--- src/rtl/cache_pkg.sv ---
`default_nettype none

package cache_pkg;

	localparam int ADDR_W         = 16;                    // Word address width
	localparam int WORD_W         = 16;                    // Data word width
	localparam int WORDS_PER_LINE = 4;                     // Words in one cache line
	localparam int LINE_W         = WORD_W * WORDS_PER_LINE; // 64 bit line
	localparam int OFFSET_W       = 2;                     // Word offset inside a line
	localparam int INDEX_W        = 6;                     // 64 lines per cache
	localparam int TAG_W          = ADDR_W - INDEX_W - OFFSET_W; // 8 bit tag
	localparam int MEM_ADDR_W     = TAG_W + INDEX_W;       // Line address into memory

	// One cache line, seen either whole or as its four words
	typedef union packed {
		logic [LINE_W-1:0]                     flat;  // Whole line
		logic [WORDS_PER_LINE-1:0][WORD_W-1:0] words; // Word 0 sits in the low bits
	} cache_line_u;

endpackage

`default_nettype wire

--- src/rtl/dcache.sv ---
`timescale 1ns/1ps
`default_nettype none

module dcache import cache_pkg::*; (
	input  wire               clk,
	input  wire               rst_n,
	input  wire  [ADDR_W-1:0] i_addr,  // Data address
	input  wire               i_we,    // Line write from controller
	input  wire  [LINE_W-1:0] i_data,  // Refill or merged line
	input  wire               i_dirty, // Dirty value stored with the write
	output logic              o_hit,
	output logic              o_dirty, // Indexed line holds modified data
	output logic [TAG_W-1:0]  o_tag,   // Victim tag for write-back
	output logic [LINE_W-1:0] o_line,  // Victim line for write-back
	output logic [WORD_W-1:0] o_word
);

	localparam int NUM_LINES = 2 ** INDEX_W;

	cache_line_u          lines [NUM_LINES]; // Line storage
	logic [TAG_W-1:0]     tags  [NUM_LINES];
	logic [NUM_LINES-1:0] valid;
	logic [NUM_LINES-1:0] dirty;

	logic [TAG_W-1:0]    tag;
	logic [INDEX_W-1:0]  index;
	logic [OFFSET_W-1:0] offset;

	assign tag    = i_addr[ADDR_W-1 -: TAG_W];
	assign index  = i_addr[OFFSET_W +: INDEX_W];
	assign offset = i_addr[OFFSET_W-1:0];

	// Control bits, cleared on reset
	always_ff @(posedge clk or negedge rst_n) begin
		if (!rst_n) begin
			valid <= '0;
			dirty <= '0;
		end else if (i_we) begin
			valid[index] <= 1'b1;
			dirty[index] <= i_dirty; // Clean on a read refill, set on any write
		end
	end

	// Payload arrays
	always_ff @(posedge clk) begin
		if (i_we) begin
			tags[index]       <= tag;
			lines[index].flat <= i_data;
		end
	end

	assign o_hit   = valid[index] && (tags[index] == tag);
	assign o_dirty = valid[index] && dirty[index]; // Regardless of tag match

	// Whatever sits at the index is the eviction candidate
	assign o_tag  = tags[index];
	assign o_line = lines[index].flat;
	assign o_word = lines[index].words[offset];

endmodule

`default_nettype wire

--- config.mk ---
export PLATFORM = sky130hd
export DESIGN_NAME = dcache
export DESIGN_NICKNAME = d
export VERILOG_FILES = /design/src/rtl/cache_pkg.sv /design/src/rtl/dcache.sv
export SDC_FILE = /design/constraint.sdc
export NUM_CORES = 2
export LEC_CHECK = 0
export BUFFER_PORTS_ARGS = -buffer_cell sky130_fd_sc_hd__buf_2
export CAP_MARGIN = 40
export CORE_ASPECT_RATIO = 0.7
export CORE_MARGIN = 2
export CORE_UTILIZATION = 25
export DETAILED_ROUTE_END_ITERATION = 10
export MAX_ROUTING_LAYER = met4
export PLACE_DENSITY_LB_ADDON = 0.12
export SLEW_MARGIN = 0
export SYNTH_ARGS = -nofsm -noshare
export SYNTH_HDL_FRONTEND = slang
export SYNTH_MEMORY_MAX_BITS = 65536
export SYNTH_SLANG_ARGS = --single-unit
--- constraint.sdc ---
create_clock -name clk -period 3.7 [get_ports clk]
set_input_delay 0 -clock clk [delete_from_list [all_inputs] [get_ports clk]]
set_output_delay 0 -clock clk [all_outputs]
set_load 0.03 [all_outputs]
==> results.cfg <==
[clocking]
cts_inserted_buffers = 470
clock_insertion_delay_worst_skew_ns = 0.98
clkTransAtPathRegs_ns = 0.06
tritoncts_clock_tree = done
ctsLongestPathBuffers = 4
clock_tree.root_cell = clkbuf_16
clock_sinks = 4736
htreeDepth = 5

[timing]
final-setup-viol-count = 12
finalClockSkew_ns = 0
grt_setup_unrepaired = true
worst_slew_pin_slew_ns = 0.959
relSlewSlack = 0.360
hold_slack_ns = 0.0474
fin_hold_viols = 0
final.period_utilization = 1.14
finalCriticalPeriod_ns = 4.22
timing.setup.tns_ns = -2.54
postLayoutSetupSlackWorst_ns = -0.517
fmax_mhz = 237
slew_violations = 0

[cells_and_area]
synthToLayoutAreaGrowth_pct = 25.4
finish.net_count = 10900
final_core_util = 0.314
design_area_mm2 = 0.221
layout.filler_cells = 67900
final_layout_size_suffix_gt1_frac = 0.266

[status]
violations_in_the_final_reports = setup timing
status = complete, but fails checks

[routing]
detail_route.iter0.violations = 18300
drtPass1Iterations = 6
route.vias.total = 110000
postRouteAntennaNets = 0
routed_length_per_instance_um = 41.7
post_drt_via_cell_ratio = 5.34
post-route-drc-count = 0
finalWirelength_um = 862000

[critical_path]
arrival_ns = 4.22
path_cells = mux4_2 -> mux2_4 -> a222oi_1 -> o221ai_1 -> or4_4 -> mux4_2 -> buf_6
cp.required_ns = 3.70
crit_path_end_kind = output pin
critPathMaxStageDelay_ns = 0.66
critical_path.max_fanout = 2
category_of_the_worst_setup_path_launch_point = flop
slowest_stage = mux4_2
cell_repeated_most_along_the_worst_path = mux4_2
worst-setup-path-type = reg2out

[floorplan]
dieArea_mm2 = 0.712
design.core.area_mm2 = 0.704
design.portCount = 174
start_util = 0.251
core.rowCount = 258
die_width_um = 1010
die_y_um = 707

[global_route]
number_of_global_route_vias_before_repair = 105000
grt_overflow = 0
grt_antenna_before_repair = 160
grt_max_degree = 75
grt_use_total = 0.240
grt_first_pass_wirelength_um = 1110000

[synthesis]
ys_seq_area_frac = 0.803
synth-edff-count = 4608
synth-async-reset-ratio = 0.0270
postSynthCellCount = 9357
postSynthNetCount = 9441
postSynth.topFlopCell = edfxtp_1
syn_avg_cell_area_um2 = 18.9
yosys.cell_types.count = 67
ys_ff_latch = 4736
ys.warnings.count = 0
mappedNetlistArea_mm2 = 0.176

[pwr]
power.density_cell_area_mw_per_mm2 = 526
vdd_ir_drop_max_mv = 0.400
static-leakage-power_nw = 70.5

[place]
placement.cell_area_mm2 = 0.204
numPortBuffers = 173
dp_hpwl_um = 542000
weighted_congestion_reported_at_the_end_of_routability_driven_placement = 0.819

[run]
maxCapViolCount = 0

[min_path]
timing.hold.worst.class = in2reg
## cells by family (layout without fill, tap and decap cells)
kind of cell           Yosys count  after routing  share of synthesized area
AO/OA/AOI/OAI                 2507           2507                      0.108
XOR/XNOR                         8              8                   0.000397
buffers and inverters          645           2535                     0.0173
flip-flops                    4736           4736                      0.803
multiplexers                   750            750                     0.0526
other                            0             39                          0
AND/OR/NAND/NOR                711            711                     0.0194
## final cells by class
class                      instances  area, um2  share of cell area
clock buffer                     589      12500              0.0566
clock inverter                   282       2290              0.0103
inverter                           5       33.8            0.000153
multi-input combinational       3976      33600               0.152
sequential                      4736     142000               0.640
timing repair buffer            1659      19400              0.0875
antenna                           39       97.6            0.000441
tap                             9360      11700              0.0529
## routing by layer
layer,share of wire,vias up,GRT usage
met2,0.43,5709,0.351
li1,-,42700,-
met4,0.024,0,0.0471
met1,0.47,60900,0.357
met3,0.075,884,0.0331
met5,0,-,-
## stage by stage
step,total power [mW],instances,worst slack (ns)
after floorplan,63.8,9357,-0.560
after global placement,69.3,19600,-1.19
after detailed placement,69.5,19600,-0.416
after CTS,117,20600,-0.617
after global routing,119,20600,-0.632
final,116,20600,-0.517
## where the power goes
part           switching, mW  total [mW]  leakage [nW]  internal (mW)
Sequential             0.203        59.6          43.1           59.4
Clock                   21.7        47.8          7.26           26.0
Combinational           6.06        9.06          20.1           3.00
Total                   28.0         116          70.5           88.4
## critical path: cells and delay by family, from the launching register on
kind | cells | cell delay [ns]
multiplexers | 3 | 1.44
AO/OA/AOI/OAI | 2 | 0.60
AND/OR/NAND/NOR | 1 | 0.59
flip-flops | 1 | 0.38
buffers and inverters | 1 | 0.19
## synth_stat cells (68+ instances only)
cell      count  area share
edfxtp_1   4608        0.78
a22oi_1     862       0.037
a221oi_1    519       0.026
mux2_2      326       0.021
mux2i_1     310       0.018
nor2_1      253      0.0054
buf_2       249      0.0071
a22o_1      227       0.011
clkbuf_1    215      0.0046
a21oi_1     210      0.0060
a31oi_1     199      0.0071
nand2_1     151      0.0032
dfrtp_1     128       0.018
o21ai_0     116      0.0033
mux4_2      109       0.014
buf_1       106      0.0023
o22ai_1      98      0.0035
a221o_1      68      0.0039
or2_2        68      0.0024
## flip-flops by register name, indices dropped and copies added, names as in the netlist
signal  cells
lines    4096
dirty      64
valid      64
tags      512
## what timing repair did
item / in CTS / in global routing
cloned: 0 / 0
setup buffers: 2 / 1
hold buffers: 101 / 0
endpoints found under the setup margin: 38 / 28
hold endpoints to repair: 5518 / 0
pin swaps: 61 / 46
gates resized for setup: 185 / 73
## cells in the final DEF (no fill, tap or decap), types with 93 or more instances in the layout
master / count
nor2_1: 179
mux4_2: 109
nand2_1: 145
a31oi_1: 194
dfrtp_1: 128
a22oi_1: 860
buf_2: 146
clkinv_1: 124
mux2_2: 318
dlygate4sd3_1: 100
clkinv_2: 94
a22o_1: 227
buf_4: 835
mux2i_1: 309
edfxtp_1: 4608
clkbuf_1: 99
a21oi_1: 205
buf_12: 538
clkbuf_16: 479
o22ai_1: 93
a221oi_1: 435
o21ai_0: 108
## path summary, 6_finish.rpt
| kind | from | end | slack, ns | cells past startpoint |
|---|---|---|---|---|
| min in group asynchronous | rst_n | valid[43] | 0.30 | 4 |
| max in group asynchronous | rst_n | dirty[9] | 2.98 | 4 |
| min reg2reg | valid[34] | valid[34] | 0.47 | 1 |
| max | lines[31][19] | o_word[3] | -0.52 | 7 |
| min | i_data[13] | lines[38][13] | 0.05 | 2 |
| max reg2reg | valid[43] | valid[43] | 2.82 | 1 |
No activity file was read; power rests on OpenSTA's default activity.
