--- src/rtl/cache_pkg.sv ---
`default_nettype none

package cache_pkg;

	localparam int ADDR_W         = 16;                    // Word address width
	localparam int WORD_W         = 16;                    // Data word width
	localparam int WORDS_PER_LINE = 4;                     // Words in one cache line
	localparam int LINE_W         = WORD_W * WORDS_PER_LINE; // 64 bit line
	localparam int OFFSET_W       = 2;                     // Word offset inside a line
	localparam int INDEX_W        = 6;                     // 64 lines per cache
	localparam int TAG_W          = ADDR_W - INDEX_W - OFFSET_W; // 8 bit tag
	localparam int MEM_ADDR_W     = TAG_W + INDEX_W;       // Line address into memory

	// One cache line, seen either whole or as its four words
	typedef union packed {
		logic [LINE_W-1:0]                     flat;  // Whole line
		logic [WORDS_PER_LINE-1:0][WORD_W-1:0] words; // Word 0 sits in the low bits
	} cache_line_u;

endpackage

`default_nettype wire

--- src/rtl/cache_controller.sv ---
`timescale 1ns/1ps
`default_nettype none

module cache_controller import cache_pkg::*; (
	input  wire                   clk,
	input  wire                   rst_n,
	input  wire  [ADDR_W-1:0]     i_i_addr,  // Fetch address
	input  wire  [ADDR_W-1:0]     i_d_addr,  // Data address
	input  wire  [WORD_W-1:0]     i_wr_data, // Store data
	input  wire                   i_i_acc,   // Fetch requested
	input  wire                   i_d_acc,   // Data access requested
	input  wire                   i_write,   // Data access is a store
	input  wire                   i_i_hit,
	input  wire                   i_d_hit,
	input  wire                   i_dirty,   // Indexed data line is dirty
	input  wire                   i_mem_rdy, // One cycle pulse from memory
	input  wire  [TAG_W-1:0]      i_d_tag,   // Victim tag
	input  wire  [LINE_W-1:0]     i_d_line,  // Current data cache line
	input  wire  [LINE_W-1:0]     i_m_line,  // Line read from memory
	output logic                  o_i_we,
	output logic [LINE_W-1:0]     o_i_data,
	output logic                  o_d_we,
	output logic [LINE_W-1:0]     o_d_data,
	output logic                  o_d_dirty,
	output logic                  o_m_re,
	output logic                  o_m_we,
	output logic [MEM_ADDR_W-1:0] o_m_addr,
	output logic [LINE_W-1:0]     o_m_data,
	output logic                  o_rdy      // Both pending accesses served
);

	localparam logic [1:0] S_IDLE   = 2'd0;
	localparam logic [1:0] S_WB     = 2'd1; // Dirty victim going out
	localparam logic [1:0] S_REFILL = 2'd2; // Waiting on the line read

	logic [1:0]            state;
	logic [1:0]            next_state;
	logic                  d_miss;
	logic                  i_miss;
	logic [OFFSET_W-1:0]   d_off;
	logic [INDEX_W-1:0]    d_idx;
	logic [MEM_ADDR_W-1:0] victim_addr;
	cache_line_u           merged;    // Line with the store word replaced

	assign d_miss      = i_d_acc & ~i_d_hit;
	assign i_miss      = i_i_acc & ~i_i_hit;
	assign d_off       = i_d_addr[OFFSET_W-1:0];
	assign d_idx       = i_d_addr[OFFSET_W +: INDEX_W];
	assign victim_addr = {i_d_tag, d_idx}; // Where the resident line came from

	// Merge base is the fresh memory line during refill, else the cached line
	always_comb begin
		merged.flat         = (state == S_REFILL) ? i_m_line : i_d_line;
		merged.words[d_off] = i_wr_data;
	end

	always_ff @(posedge clk or negedge rst_n) begin
		if (!rst_n) begin
			state <= S_IDLE;
		end else begin
			state <= next_state;
		end
	end

	always_comb begin
		next_state = state;
		o_i_we     = 1'b0;
		o_i_data   = i_m_line;
		o_d_we     = 1'b0;
		o_d_data   = i_m_line;
		o_d_dirty  = 1'b0;
		o_m_re     = 1'b0;
		o_m_we     = 1'b0;
		o_m_addr   = '0;
		o_m_data   = i_d_line; // Victim line is the only thing ever written out
		o_rdy      = 1'b0;

		case (state)
			S_IDLE: begin
				if (d_miss) begin // Data side goes first
					if (i_dirty) begin
						o_m_we     = 1'b1;
						o_m_addr   = victim_addr;
						next_state = S_WB;
					end else begin
						o_m_re     = 1'b1;
						o_m_addr   = i_d_addr[ADDR_W-1:OFFSET_W];
						next_state = S_REFILL;
					end
				end else if (i_miss) begin
					o_m_re     = 1'b1;
					o_m_addr   = i_i_addr[ADDR_W-1:OFFSET_W];
					next_state = S_REFILL;
				end else begin
					o_rdy = 1'b1; // Everything requested hits
					if (i_d_acc && i_write) begin // Store hit updates the line in place
						o_d_we    = 1'b1;
						o_d_data  = merged.flat;
						o_d_dirty = 1'b1;
					end
				end
			end

			S_WB: begin
				o_m_we   = 1'b1; // Hold until memory accepts
				o_m_addr = victim_addr;
				if (i_mem_rdy) begin
					next_state = S_REFILL;
				end
			end

			S_REFILL: begin
				o_m_re   = 1'b1;
				o_m_addr = d_miss ? i_d_addr[ADDR_W-1:OFFSET_W]
				                  : i_i_addr[ADDR_W-1:OFFSET_W];
				if (i_mem_rdy) begin
					if (d_miss) begin
						o_d_we    = 1'b1;
						o_d_data  = i_write ? merged.flat : i_m_line; // Allocate on store
						o_d_dirty = i_write;
					end else begin
						o_i_we = 1'b1; // Instruction fill
					end
					next_state = S_IDLE; // Access hits on the next cycle
				end
			end

			default: begin
				next_state = S_IDLE;
			end
		endcase
	end

endmodule

`default_nettype wire

--- config.mk ---
export PLATFORM = sky130hd
export DESIGN_NAME = cache_controller
export DESIGN_NICKNAME = d
export VERILOG_FILES = /design/src/rtl/cache_pkg.sv /design/src/rtl/cache_controller.sv
export SDC_FILE = /design/constraint.sdc
export NUM_CORES = 1
export LEC_CHECK = 0
export ABC_AREA = 1
export BUFFER_PORTS_ARGS = -buffer_cell sky130_fd_sc_hd__buf_2
export CORE_AREA = 10 10 149 151
export CTS_BUF_LIST = sky130_fd_sc_hd__clkbuf_8
export DETAILED_ROUTE_END_ITERATION = 10
export DIE_AREA = 0 0 159 161
export GPL_TIMING_DRIVEN = 0
export MAX_ROUTING_LAYER = met4
export SLEW_MARGIN = 5
export SYNTH_ARGS = -nofsm -noshare
export SYNTH_HDL_FRONTEND = slang
export SYNTH_SLANG_ARGS = --single-unit
--- constraint.sdc ---
create_clock -name clk -period 1.35 [get_ports clk]
set_input_delay 0.0675 -clock clk [delete_from_list [all_inputs] [get_ports clk]]
set_output_delay 0.0675 -clock clk [all_outputs]
set_load 0.02 [all_outputs]
==> flow_results.xml <==
<?xml version="1.0" encoding="UTF-8"?>
<metrics>
  <group name="job">
    <metric name="maxCapViolCount" unit="">0</metric>
  </group>
  <group name="drt">
    <metric name="ant_nets" unit="">0</metric>
    <metric name="drt_pass1_iterations" unit="">6</metric>
    <metric name="dr_drc_count" unit="">0</metric>
    <metric name="route.detailed.wl_per_inst" unit="um">18.8</metric>
    <metric name="routed-via-count" unit="">7318</metric>
    <metric name="avgViaCountPerCell" unit="">4.52</metric>
    <metric name="drt_iter0_drc" unit="">397</metric>
    <metric name="routed_wl" unit="um">30400</metric>
  </group>
  <group name="synthesis">
    <metric name="most_used_flip_flop_cell_after_synthesis" unit="">sky130_fd_sc_hd__dfrtp_1</metric>
    <metric name="synthesis.area" unit="um2">4390</metric>
    <metric name="syn_inst" unit="">927</metric>
    <metric name="ys_ff_latch" unit="">2</metric>
    <metric name="synth_top_cells_by_area" unit="">sky130_fd_sc_hd__nand2_1 (39%), sky130_fd_sc_hd__buf_4 (23%), sky130_fd_sc_hd__a21oi_1 (6.2%)</metric>
    <metric name="synth_top_cells_by_count" unit="">sky130_fd_sc_hd__nand2_1 (453), sky130_fd_sc_hd__buf_4 (133), sky130_fd_sc_hd__inv_1 (56), sky130_fd_sc_hd__a21oi_1 (54)</metric>
    <metric name="synth_largest_area_cell" unit="">sky130_fd_sc_hd__nand2_1</metric>
    <metric name="synth_cell_types" unit="">27</metric>
    <metric name="synth_seq_area_share" unit="%">1.14</metric>
    <metric name="syn_area_per_cell" unit="um2">4.74</metric>
    <metric name="asyncSetResetFlopFracSynth" unit="%">100</metric>
    <metric name="synthesis.yosys.warnings" unit="">0</metric>
    <metric name="synth_edf_count" unit="">0</metric>
    <metric name="yosys.area.top_type_share" unit="%">38.7</metric>
    <metric name="syn-num-nets" unit="">1120</metric>
    <metric name="synthMostInstantiatedCell" unit="">sky130_fd_sc_hd__nand2_1</metric>
  </group>
  <group name="power_and_ir_drop">
    <metric name="cellPowerDensity" unit="nW/um2">1360</metric>
    <metric name="leakage" unit="nW">4.77</metric>
    <metric name="vdd_drop_max" unit="V">0.000811</metric>
  </group>
  <group name="timing">
    <metric name="smallest_setup_slack_after_layout" unit="ns">-0.432</metric>
    <metric name="setup_repair_after_global_routing_missed_its_margin" unit="">yes</metric>
    <metric name="final.period_utilization" unit="%">132</metric>
    <metric name="clock.fmax" unit="MHz">561</metric>
    <metric name="minimum_clock_period" unit="ns">1.78</metric>
    <metric name="timing.final.max_slew_violations" unit="">0</metric>
    <metric name="worst_slew_margin" unit="%">54.2</metric>
    <metric name="max_slew.worst_pin.slew" unit="ns">0.687</metric>
    <metric name="worst_clock_skew" unit="ns">0.00174</metric>
    <metric name="finalHoldViolCount" unit="">0</metric>
    <metric name="setup_violations" unit="">84</metric>
  </group>
  <group name="global_route">
    <metric name="grt_first_pass_wirelength" unit="um">44400</metric>
    <metric name="grtUsageTotal" unit="%">22.4</metric>
    <metric name="grt_max_degree" unit="">11</metric>
    <metric name="globalRouteOverflowTotal" unit="">0</metric>
    <metric name="initial_antenna_violation_count" unit="">1</metric>
    <metric name="grt_pass1_vias" unit="">7402</metric>
  </group>
  <group name="finish">
    <metric name="final_net_count" unit="">1549</metric>
    <metric name="utilization" unit="%">41.4</metric>
    <metric name="syn2layout_area_growth" unit="%">81.1</metric>
    <metric name="largest_reg_flops" unit="">2</metric>
    <metric name="post_route_cells_drive_above_1_share" unit="%">52.5</metric>
    <metric name="biggestRegsByFlops" unit="">state x2</metric>
    <metric name="top_register" unit="">state</metric>
    <metric name="post-route-cell-area" unit="um2">7960</metric>
  </group>
  <group name="cts">
    <metric name="path_clk_slew" unit="ns">0.03</metric>
    <metric name="cts.sinks" unit="">2</metric>
    <metric name="tritoncts_buffers" unit="">3</metric>
    <metric name="cts_max_path_buffers" unit="">2</metric>
    <metric name="tritoncts_clock_tree" unit="">done</metric>
    <metric name="clock_insertion_delay_worst_skew" unit="ns">0.21</metric>
    <metric name="clock_h_tree_levels" unit="">1</metric>
    <metric name="cts_root_buf" unit="">sky130_fd_sc_hd__clkbuf_8</metric>
  </group>
  <group name="floorplan">
    <metric name="die_area" unit="um2">25600</metric>
    <metric name="fp.coreArea" unit="um2">19200</metric>
    <metric name="num_rows" unit="">51</metric>
    <metric name="floorplan.initialDensity" unit="%">22.9</metric>
    <metric name="floorplan.io_pins" unit="">405</metric>
    <metric name="die_width" unit="um">159</metric>
    <metric name="die_h" unit="um">161</metric>
  </group>
  <group name="placed_design">
    <metric name="portBuffers" unit="">402</metric>
    <metric name="gp_congestion" unit="">0.865</metric>
    <metric name="dp_hpwl" unit="um">25700</metric>
    <metric name="dpl_cell_area" unit="um2">6960</metric>
  </group>
  <group name="worst_setup_path">
    <metric name="critPathKind" unit="">flip-flop to output pin</metric>
    <metric name="timing.reg2reg.worst_path_depth" unit="">7</metric>
    <metric name="largest_fanout_on_the_critical_path" unit="">6</metric>
    <metric name="worstPathRequired" unit="ns">1.28</metric>
    <metric name="critical_path.endpoint_type" unit="">output pin</metric>
    <metric name="worst-endpoint-arrival" unit="ns">1.71</metric>
    <metric name="critPathLaunchType" unit="">flip-flop</metric>
  </group>
  <group name="min_path">
    <metric name="hold_depth" unit="">2</metric>
    <metric name="hold_class" unit="">primary input to flip-flop</metric>
  </group>
  <group name="outcome">
    <metric name="failed_checks" unit="">setup timing</metric>
    <metric name="outcome" unit="">finished with violations</metric>
  </group>
</metrics>
-- stage by stage --
step / power (W) / cells / hold WS (ns) / setup slack (ns) / TNS, ns
2_1_floorplan: 0.00579 / 927 / -0.228 / -0.0241 / -0.275
3_3_place_gp: 0.00863 / 1594 / -0.148 / -0.560 / -36.76
3_5_place_dp: 0.00865 / 1594 / -0.145 / -0.565 / -37.35
4_1_cts: 0.0108 / 1616 / 0.147 / -0.446 / -32.73
5_1_grt: 0.0118 / 1620 / 0.149 / -0.517 / -36.47
6_report: 0.0108 / 1620 / 0.150 / -0.432 / -29.74
-- per-layer routing --
layer	up-vias	global-route usage, %	share of wire [%]
met5	-	-	0
met4	0	3.50	1.2
met3	20	4.40	7.4
met2	371	41.0	52
met1	3295	25.1	40
li1	3632	-	-
-- final cells by class --
cell class              count  area (um2)
diodes                      1        2.50
plain buffers             177        1360
clock buffers               3        41.3
fillers                  2176       11200
inverters                  68         278
multi-input cells         678        3290
flip-flops and latches      2        50.0
well taps                 265         332
repair buffers            426        2600
-- cell usage in the layout, fill, tap and decap left out, types with 4 or more instances in the layout --
master and n:
sky130_fd_sc_hd__o21ai_0 43, sky130_fd_sc_hd__buf_2 354, sky130_fd_sc_hd__nand2_4 4, sky130_fd_sc_hd__clkbuf_4 6, sky130_fd_sc_hd__nor3_1 13, sky130_fd_sc_hd__nand3_2 11
sky130_fd_sc_hd__inv_2 10, sky130_fd_sc_hd__clkbuf_8 5, sky130_fd_sc_hd__nand2_8 4, sky130_fd_sc_hd__nor2_4 5, sky130_fd_sc_hd__buf_12 5, sky130_fd_sc_hd__a22oi_1 6
sky130_fd_sc_hd__o21ai_1 25, sky130_fd_sc_hd__inv_1 53, sky130_fd_sc_hd__a21oi_1 49, sky130_fd_sc_hd__nor2_1 14, sky130_fd_sc_hd__buf_8 5, sky130_fd_sc_hd__nand2_1 390
sky130_fd_sc_hd__buf_6 46, sky130_fd_sc_hd__clkbuf_1 7, sky130_fd_sc_hd__buf_4 172, sky130_fd_sc_hd__nand2_2 61, sky130_fd_sc_hd__a21oi_4 5, sky130_fd_sc_hd__nand3_1 36
-- power breakdown --
part	leakage, nW	switching (W)	internal, W
Combinational	4.72	0.00620	0.00431
Sequential	0.0254	0.0000143	0.0000803
Clock	0.0216	0.0000470	0.000189
Total	4.77	0.00626	0.00458
-- worst paths after layout --
path                                           start                   end  slack, ns
worst max-delay path            state[1]$_DFFE_PN0P_           o_d_data[4]      -0.43
worst min-delay path                       i_mem_rdy  state[1]$_DFFE_PN0P_       0.15
worst max register to register  state[1]$_DFFE_PN0P_  state[1]$_DFFE_PN0P_       0.04
worst min register to register  state[1]$_DFFE_PN0P_  state[1]$_DFFE_PN0P_       0.80
max in group asynchronous                      rst_n  state[0]$_DFFE_PN0P_       1.06
min in group asynchronous                      rst_n  state[1]$_DFFE_PN0P_       0.20
-- worst max-delay path, stage by stage, from the launching register on --
cell                      delay, ns
sky130_fd_sc_hd__dfrtp_1       0.38
sky130_fd_sc_hd__buf_8         0.15
sky130_fd_sc_hd__nand2_8       0.10
sky130_fd_sc_hd__inv_8         0.05
sky130_fd_sc_hd__nand2_8       0.09
sky130_fd_sc_hd__nand2_8       0.07
sky130_fd_sc_hd__buf_8         0.13
sky130_fd_sc_hd__buf_12        0.12
sky130_fd_sc_hd__buf_16        0.14
sky130_fd_sc_hd__nand2_1       0.08
sky130_fd_sc_hd__nand2_2       0.06
sky130_fd_sc_hd__buf_6         0.12
-- timing repair --
item | 4_1_cts | 5_1_grt
gates cloned | 4 | 2
pin swaps | 28 | 10
hold buffers | 1 | 0
setup buffers | 15 | 2
endpoints found under the hold margin | 2 | 0
endpoints found under the setup margin | 86 | 86
resized for setup | 185 | 30
-- kinds of logic after synthesis --
kind of cell           synth area share (%)
AOI/OAI and AO/OA                      16.2
DFF                                    1.14
and+or+nand+nor                        49.0
buffers and inverters                  33.6
No activity file was read; power rests on OpenSTA's default activity.
